[src/include/radar_macros.svh]
/*
 * Radar pulse controller register map, configuration bus widths
 * and mode word bit positions
 */
`ifndef RADAR_MACROS_SVH
`define RADAR_MACROS_SVH

// Configuration bus geometry
`define RADAR_ADDR_W 7
`define RADAR_DATA_W 32

// Register addresses, eight consecutive words from 64
`define FR_RADAR_MODE   7'd64
`define FR_RADAR_TON    7'd65
`define FR_RADAR_TSW    7'd66
`define FR_RADAR_TLOOK  7'd67
`define FR_RADAR_TIDLE  7'd68
`define FR_RADAR_AMPL   7'd69
`define FR_RADAR_FSTART 7'd70
`define FR_RADAR_FINCR  7'd71

// Mode word fields
`define RADAR_MODE_RESET    0
`define RADAR_MODE_TX_SIDE  1
// Reserved enables: low power, multi duty, dual rate
`define RADAR_MODE_LP_ENA   2
`define RADAR_MODE_MD_ENA   3
`define RADAR_MODE_DR_ENA   4
// Two bit chirp mode field
`define RADAR_MODE_CHIRP_LO 5
`define RADAR_MODE_CHIRP_HI 6
`define RADAR_MODE_DEBUG    7

`endif

[src/rtl/radar_pkg.sv]
/*
 * Shared radar types: configuration bus word, chirp settings,
 * pulse sequencer status, transmit output, phase and chirp enums
 */
`default_nettype none

`include "radar_macros.svh"

package radar_pkg;

   // One write on the configuration bus
   typedef struct packed {
      logic [`RADAR_ADDR_W-1:0] addr;
      logic [`RADAR_DATA_W-1:0] data;
      logic                     strobe;
   } cfg_bus_t;

   // Ramp behaviour, alternate flips direction by pulse parity
   typedef enum logic [1:0] {
      CHIRP_UP   = 2'd0,
      CHIRP_DOWN = 2'd1,
      CHIRP_ALT  = 2'd2,
      CHIRP_CW   = 2'd3
   } chirp_mode_e;

   // One-hot pulse phase
   typedef enum logic [3:0] {
      PH_ON   = 4'b0001,
      PH_SW   = 4'b0010,
      PH_LOOK = 4'b0100,
      PH_IDLE = 4'b1000
   } radar_phase_e;

   // Transmit settings for the chirp generator
   typedef struct packed {
      logic [15:0] ampl;
      logic [31:0] fstart;
      logic [31:0] fincr;
      chirp_mode_e mode;
   } chirp_cfg_t;

   // Sequencer status
   typedef struct packed {
      logic        tx_ctrl;
      logic        rx_ctrl;
      logic        tx_strobe;
      logic [15:0] pulse_num;
   } pulse_ctrl_t;

   // Transmit sample parameters
   typedef struct packed {
      logic [15:0] ampl;
      logic [31:0] freq;
      logic [15:0] phase;
   } tx_out_t;

endpackage

`default_nettype wire

[src/rtl/radar_chirp_gen.sv]
/*
 * Transmit chirp generator: frequency ramp, phase accumulator
 * and amplitude gating during the transmit phase
 */
`default_nettype none

module radar_chirp_gen (
   input  logic                    clk_i,
   input  logic                    reset_i,
   input  radar_pkg::chirp_cfg_t   chirp_cfg_i,
   input  radar_pkg::pulse_ctrl_t  pulse_ctrl_i,
   output radar_pkg::tx_out_t      tx_o
);

   import radar_pkg::*;

   logic        tx_d;
   logic        first_tx;
   chirp_mode_e ramp_mode;
   chirp_mode_e ramp_q;
   logic [31:0] freq_q;
   logic [31:0] freq_next;
   logic [15:0] phase_q;
   logic [15:0] ampl_q;

   // Rising edge of tx_ctrl marks the first transmit cycle
   assign first_tx = pulse_ctrl_i.tx_ctrl && !tx_d;

   // Alternate mode resolves to a direction from the pulse parity
   always_comb
   begin
      ramp_mode = chirp_cfg_i.mode;
      if (chirp_cfg_i.mode == CHIRP_ALT)
         ramp_mode = pulse_ctrl_i.pulse_num[0] ? CHIRP_DOWN : CHIRP_UP;
   end

   // Next frequency: load, step on strobe, otherwise hold
   always_comb
   begin
      freq_next = freq_q;
      if (first_tx)
         freq_next = chirp_cfg_i.fstart;
      else if (pulse_ctrl_i.tx_ctrl && pulse_ctrl_i.tx_strobe)
      begin
         case (ramp_q)
            CHIRP_UP:   freq_next = freq_q + chirp_cfg_i.fincr;
            CHIRP_DOWN: freq_next = freq_q - chirp_cfg_i.fincr;
            // CW holds the start value
            default:    freq_next = freq_q;
         endcase
      end
   end

   always_ff @(posedge clk_i)
   begin
      if (reset_i)
      begin
         tx_d    <= 1'b0;
         ramp_q  <= CHIRP_CW;
         freq_q  <= '0;
         phase_q <= '0;
         ampl_q  <= '0;
      end
      else
      begin
         tx_d   <= pulse_ctrl_i.tx_ctrl;
         freq_q <= freq_next;
         // Direction fixed for the whole pulse
         if (first_tx)
            ramp_q <= ramp_mode;
         // Phase advances by the coarse frequency while transmitting
         if (pulse_ctrl_i.tx_ctrl)
            phase_q <= phase_q + freq_next[31:16];
         ampl_q <= pulse_ctrl_i.tx_ctrl ? chirp_cfg_i.ampl : 16'd0;
      end
   end

   assign tx_o.ampl  = ampl_q;
   assign tx_o.freq  = freq_q;
   assign tx_o.phase = phase_q;

endmodule

`default_nettype wire

[src/rtl/radar_control.sv]
/*
 * Radar configuration register bank, mode word decode and
 * four phase pulse sequencer with pulse counter and transmit strobe
 */
`default_nettype none

`include "radar_macros.svh"

module radar_control (
   input  logic                    clk_i,
   input  radar_pkg::cfg_bus_t     cfg_i,
   output logic                    reset_o,
   output logic                    tx_side_o,
   output logic                    dbg_o,
   output radar_pkg::chirp_cfg_t   chirp_cfg_o,
   output radar_pkg::pulse_ctrl_t  pulse_ctrl_o
);

   import radar_pkg::*;

   // Register bank outputs
   logic [31:0] mode;
   logic [15:0] t_on;
   logic [15:0] t_sw;
   logic [15:0] t_look;
   logic [31:0] t_idle;
   logic [15:0] ampl;
   logic [31:0] fstart;
   logic [31:0] fincr;

   // Sequencer state
   radar_phase_e phase;
   logic [31:0]  count;
   logic [15:0]  pulse_num;

   setting_reg #(.ADDR(`FR_RADAR_MODE), .WIDTH(32)) i_sr_mode (
      .clk_i(clk_i), .cfg_i(cfg_i), .value_o(mode)
   );

   setting_reg #(.ADDR(`FR_RADAR_TON), .WIDTH(16)) i_sr_ton (
      .clk_i(clk_i), .cfg_i(cfg_i), .value_o(t_on)
   );

   setting_reg #(.ADDR(`FR_RADAR_TSW), .WIDTH(16)) i_sr_tsw (
      .clk_i(clk_i), .cfg_i(cfg_i), .value_o(t_sw)
   );

   setting_reg #(.ADDR(`FR_RADAR_TLOOK), .WIDTH(16)) i_sr_tlook (
      .clk_i(clk_i), .cfg_i(cfg_i), .value_o(t_look)
   );

   // Idle may be long, so keep the full word
   setting_reg #(.ADDR(`FR_RADAR_TIDLE), .WIDTH(32)) i_sr_tidle (
      .clk_i(clk_i), .cfg_i(cfg_i), .value_o(t_idle)
   );

   setting_reg #(.ADDR(`FR_RADAR_AMPL), .WIDTH(16)) i_sr_ampl (
      .clk_i(clk_i), .cfg_i(cfg_i), .value_o(ampl)
   );

   setting_reg #(.ADDR(`FR_RADAR_FSTART), .WIDTH(32)) i_sr_fstart (
      .clk_i(clk_i), .cfg_i(cfg_i), .value_o(fstart)
   );

   setting_reg #(.ADDR(`FR_RADAR_FINCR), .WIDTH(32)) i_sr_fincr (
      .clk_i(clk_i), .cfg_i(cfg_i), .value_o(fincr)
   );

   // Mode decode
   // Bits 2 to 4 are the reserved low-power, multi-duty and dual-rate enables
   assign reset_o   = mode[`RADAR_MODE_RESET];
   assign tx_side_o = mode[`RADAR_MODE_TX_SIDE];
   assign dbg_o     = mode[`RADAR_MODE_DEBUG];

   assign chirp_cfg_o.ampl   = ampl;
   assign chirp_cfg_o.fstart = fstart;
   assign chirp_cfg_o.fincr  = fincr;
   assign chirp_cfg_o.mode   =
      chirp_mode_e'(mode[`RADAR_MODE_CHIRP_HI:`RADAR_MODE_CHIRP_LO]);

   // Each phase lasts its duration plus one cycle
   always_ff @(posedge clk_i)
   begin
      if (reset_o)
      begin
         phase     <= PH_ON;
         count     <= '0;
         pulse_num <= '0;
      end
      else
      begin
         case (phase)
            PH_ON:
               if (count == {16'b0, t_on})
               begin
                  phase     <= PH_SW;
                  count     <= '0;
                  // Pulse number advances as transmit ends
                  pulse_num <= pulse_num + 16'd1;
               end
               else
                  count <= count + 32'd1;
            PH_SW:
               if (count == {16'b0, t_sw})
               begin
                  phase <= PH_LOOK;
                  count <= '0;
               end
               else
                  count <= count + 32'd1;
            PH_LOOK:
               if (count == {16'b0, t_look})
               begin
                  phase <= PH_IDLE;
                  count <= '0;
               end
               else
                  count <= count + 32'd1;
            PH_IDLE:
               if (count == t_idle)
               begin
                  phase <= PH_ON;
                  count <= '0;
               end
               else
                  count <= count + 32'd1;
            // Recover from a corrupted phase code
            default:
            begin
               phase <= PH_ON;
               count <= '0;
            end
         endcase
      end
   end

   // Half rate DAC strobe on odd counts
   assign pulse_ctrl_o.tx_strobe = count[0];
   assign pulse_ctrl_o.tx_ctrl   = (phase == PH_ON);
   assign pulse_ctrl_o.rx_ctrl   = (phase == PH_LOOK);
   assign pulse_ctrl_o.pulse_num = pulse_num;

endmodule

`default_nettype wire

[src/rtl/radar_top.sv]
/*
 * Radar pulse timing subsystem top: control block and chirp generator
 */
`default_nettype none

module radar_top (
   // Host side
   input  logic                    clk_i,
   input  radar_pkg::cfg_bus_t     cfg_i,
   // Host controlled subsystem reset
   output logic                    reset_o,
   output logic                    tx_side_o,
   output logic                    dbg_o,
   // Sequencer status toward the RF front end
   output radar_pkg::pulse_ctrl_t  ctrl_o,
   // Transmit parameters toward the DAC path
   output radar_pkg::tx_out_t      tx_o
);

   // Transmit settings from the register bank
   radar_pkg::chirp_cfg_t chirp_cfg;

   // Register bank and pulse sequencer
   radar_control i_radar_control (
      .clk_i        (clk_i),
      .cfg_i        (cfg_i),
      .reset_o      (reset_o),
      .tx_side_o    (tx_side_o),
      .dbg_o        (dbg_o),
      .chirp_cfg_o  (chirp_cfg),
      .pulse_ctrl_o (ctrl_o)
   );

   // Chirp generator runs off the same mode reset
   // and follows the sequencer status one cycle later
   radar_chirp_gen i_radar_chirp_gen (
      .clk_i        (clk_i),
      .reset_i      (reset_o),
      .chirp_cfg_i  (chirp_cfg),
      .pulse_ctrl_i (ctrl_o),
      .tx_o         (tx_o)
   );

endmodule

`default_nettype wire

[src/rtl/setting_reg.sv]
/*
 * Single addressed configuration register on the strobe bus
 */
`default_nettype none

`include "radar_macros.svh"

module setting_reg #(
   // Address this register answers to
   parameter logic [`RADAR_ADDR_W-1:0] ADDR = '0,
   // Stored width, low bits of the data word
   parameter int unsigned WIDTH = `RADAR_DATA_W
) (
   input  logic                 clk_i,
   input  radar_pkg::cfg_bus_t  cfg_i,
   output logic [WIDTH-1:0]     value_o
);

   logic hit;

   // Address match qualified by the write strobe
   assign hit = cfg_i.strobe && (cfg_i.addr == ADDR);

   // New value visible the cycle after the write
   always_ff @(posedge clk_i)
   begin
      if (hit)
      begin
         value_o <= cfg_i.data[WIDTH-1:0];
      end
   end

endmodule

`default_nettype wire

[config.mk]
export PLATFORM = sky130hd
export DESIGN_NAME = radar_top
export DESIGN_NICKNAME = d
export VERILOG_FILES = /design/src/rtl/radar_pkg.sv /design/src/rtl/radar_chirp_gen.sv /design/src/rtl/radar_control.sv /design/src/rtl/radar_top.sv /design/src/rtl/setting_reg.sv
export VERILOG_INCLUDE_DIRS = /design/src /design/src/include
export SDC_FILE = /design/constraint.sdc
export NUM_CORES = 1
export LEC_CHECK = 0
export BUFFER_PORTS_ARGS = -buffer_cell sky130_fd_sc_hd__buf_2
export CORE_ASPECT_RATIO = 0.75
export CORE_UTILIZATION = 53
export DETAILED_ROUTE_END_ITERATION = 7
export PLACE_DENSITY = 0.83
export RECOVER_POWER = 25
export SLEW_MARGIN = 20
export SYNTH_ARGS = -nofsm -noshare
export SYNTH_HDL_FRONTEND = slang
export SYNTH_SLANG_ARGS = --single-unit
[constraint.sdc]
create_clock -name clk_i -period 8 [get_ports clk_i]
set_input_delay 1.2 -clock clk_i [delete_from_list [all_inputs] [get_ports clk_i]]
set_output_delay 1.2 -clock clk_i [all_outputs]
set_load 0.02 [all_outputs]
==> impl_metrics.ini <==
[critical_path]
critPathArrivalTime_ps = 7280
worstPathRequired_ps = 8490
cp_top_family = compound AO/OA/AOI/OAI gates
r2r-start = i_radar_control.i_sr_fincr.value_o[5]
crit_buf_inv = 2
max_stage_delay_ps = 690
worstSetupPathType = reg2reg
startpoint = i_radar_control.i_sr_fincr.value_o[5]
start_kind = flip-flop
crit_slowest_cell = o41ai_1
cpMostUsedCell = nand2_1
path_max_fanout = 7
cp-end-kind = flip-flop

[timing]
worstMarginPinSlew_ps = 1000
drv_slew = 0
fin_worst_skew_ps = 20.2
hold_viol_final = 0
setup_viol = 0
rsz0062_at_grt = false
timing.fmax_mhz = 147
max-slew-margin-rel_pct = 32.8
finalCritPeriodShare_pct = 84.9
fin_tns_setup_ps = 0
period_needed_ps = 6790

[floorplanning]
fp.dieH_um = 141
rows = 50
io_pins = 127
die-area_um2 = 26500
core-area_um2 = 25100
die_width_um = 188
start_util_pct = 54.5

[cells_and_area]
synthToLayoutAreaGrowth_pct = 13.9
finalNonFillerCells = 1762
final_nets = 1492
layout-drive-gt1-share_pct = 12.4
nFillCells = 2015
fin_util_pct = 62.1

[drt]
ant_nets = 0
drc = 7
via_per_inst = 6.07
wl_mm = 36.8
via_count = 10700
dr.pass1.iters = 8
routedWlPerCell_um = 20.9
drtIter0Drc = 1147

[logic_synthesis]
synth_compound_area_share_pct = 12.1
synth_edf_count = 165
synthDistinctLibCells = 70
synth_adder_area_share_pct = 4.76
mappedNetlistArea_um2 = 13700
synth_top_family_by_area = simple AND/OR/NAND/NOR gates
synth_fp_nets = 1377
async_reset_ff_share_pct = 0
synthSimpleGateAreaFrac_pct = 15.8
postSynthAreaPerCell_um2 = 10.7
yosysWarnings = 0
yosysSeqAreaShare_pct = 53.5
ys_ff_latch = 284
synth_xor_area_share_pct = 11.4
synthFlopType = edfxtp_1
netlist_instances = 1285
yosys-mux-area-fraction_pct = 0.219

[global_routing]
grt_pass1_wl_mm = 56.2
grt.total_usage_pct = 27.3
grt_max_degree = 56
overflow = 0
grt_pass1_vias = 10000
antenna_found_initial = 1

[place]
dp_hpwl_mm = 25.3
place_inst = 1707
routabilityCongestion = 0.942
port_buffers = 126

[clock_network]
cts_resized = 0
cts_buffer_depth = 3
hold_buffers = 0
cts_tree = done
cts_made_buffers = 29
cts_htree_levels = 1
insertion_delay_ps = 570
clk_pin_slew_ps = 60
cts.sinks = 284
cts_setup_buffers = 0
cts-root-buf = clkbuf_16

[pwr]
power_density_nw_per_um2 = 195
p_leak_uw = 0.00617
peakVddDrop_uv = 200

[run_status]
status = finished with violations
violations = design-rule violations

[hold_path]
hp-start = i_radar_chirp_gen.phase_q[6]
min_path_type = reg2reg

[run]
maxCapViolations = 0
flip-flops by register name (all words and copies together), names as in the netlist, 16 cells and up:
register and flops:
i_radar_chirp_gen.phase_q 16, i_radar_control.pulse_num 16, i_radar_control.i_sr_tsw.value_o 16, i_radar_control.i_sr_tidle.value_o 32, i_radar_control.i_sr_fincr.value_o 32, i_radar_chirp_gen.ampl_q 16, i_radar_control.i_sr_tlook.value_o 16, i_radar_control.i_sr_ton.value_o 16
i_radar_chirp_gen.freq_q 32, i_radar_control.i_sr_ampl.value_o 16, i_radar_control.i_sr_fstart.value_o 32, i_radar_control.count 32
through the flow:
step	area, um^2	hold WS, ps	setup WS [ps]	total power [uW]
floorplan	13700	451	2060	1630
global placement	14700	454	1570	1670
global route	15600	484	415	3120
finish	15600	466	1210	3040
detailed placement	14700	459	1310	1670
CTS	15700	472	1280	3060
logic make-up (layout without fill, tap and decap cells):
family,count (synthesis),count (layout)
AND/OR/NAND/NOR,436,436
flip-flops,284,284
AO/OA/AOI/OAI,250,250
XOR/XNOR,178,178
buffers and inverters,83,221
adder cells (fa/ha/maj),51,51
multiplexers,3,3
other,0,1
layer usage:
metal	wire (um)	GRT usage [%]
met5	0	0
met2	15600	40.4
met1	15900	40.2
met4	1340	10.0
met3	3910	4.65
where the power goes:
part / internal (uW) / switching [uW] / leakage [uW]
sequential: 1550 / 5.22 / 0.00246
clock: 819 / 584 / 0.000488
combinational: 27.8 / 58.4 / 0.00322
total: 2400 / 647 / 0.00617
synthesized netlist by cell type (8+ instances only):
cell type  number  area (um^2)
o31ai_1         9         67.6
nor3_1         27          135
nand2b_1       13         81.3
edfxtp_1      165         4950
clkbuf_1       52          195
nor4_1         25          156
and3_1         36          225
dfxtp_1       119         2380
nand2_1        90          338
xnor2_1        71          622
o41ai_1         8         70.1
a21oi_1        83          415
o21ai_0        42          210
nand3_1        36          180
nand4_1        15         93.8
and2_1          9         56.3
or3_1          15         93.8
xor2_1        107          937
a21o_1         22          165
ha_1           49          613
nor2_1        132          495
a222oi_1       11          110
nor2b_1         9         56.3
inv_1          26         97.6
path summary, 6_finish.rpt:
kind | end | slack, ps | cells after the start
max | i_radar_chirp_gen.phase_q[15] | 1210 | 25
min | i_radar_chirp_gen.phase_q[6] | 470 | 2
max reg2reg | i_radar_chirp_gen.phase_q[15] | 1210 | 25
min reg2reg | i_radar_chirp_gen.phase_q[6] | 470 | 2
layout by cell type, fill, tap and decap left out, types with 8 or more instances in the layout:
cell	netlist	routed
edfxtp_1	165	165
nor2_1	132	128
dfxtp_1	119	119
xor2_1	107	107
buf_2	2	96
nand2_1	90	90
a21oi_1	83	83
xnor2_1	71	71
ha_1	49	49
o21ai_0	42	42
and3_1	36	36
nand3_1	36	36
clkbuf_1	52	35
clkbuf_16	0	29
inv_1	26	26
nor3_1	27	26
nor4_1	25	25
a21o_1	22	22
nand4_1	15	15
or3_1	15	15
buf_4	1	15
nand2b_1	13	13
a222oi_1	11	11
nor2b_1	9	9
and2_1	9	9
o31ai_1	9	9
o41ai_1	8	8
area by class of cell:
class	count	area (um^2)	share of cell area, %
clock buffers	36	772	4.94
well taps	338	423	2.71
diodes	1	2.50	0.0160
repair buffers	141	706	4.52
inverters	26	97.6	0.625
flip-flops and latches	284	7340	47.0
clock inverters	18	211	1.35
multi-input cells	918	6070	38.9
worst reg2reg max path, delay by kind of cell (launching register included):
kind                     cells  cell delay, ps
AO/OA/AOI/OAI               12            3330
AND/OR/NAND/NOR              7            1840
adder cells (fa/ha/maj)      2             600
flip-flops                   1             430
buffers and inverters        2             290
XOR/XNOR                     2             240
(Power assumes the default switching activity.)
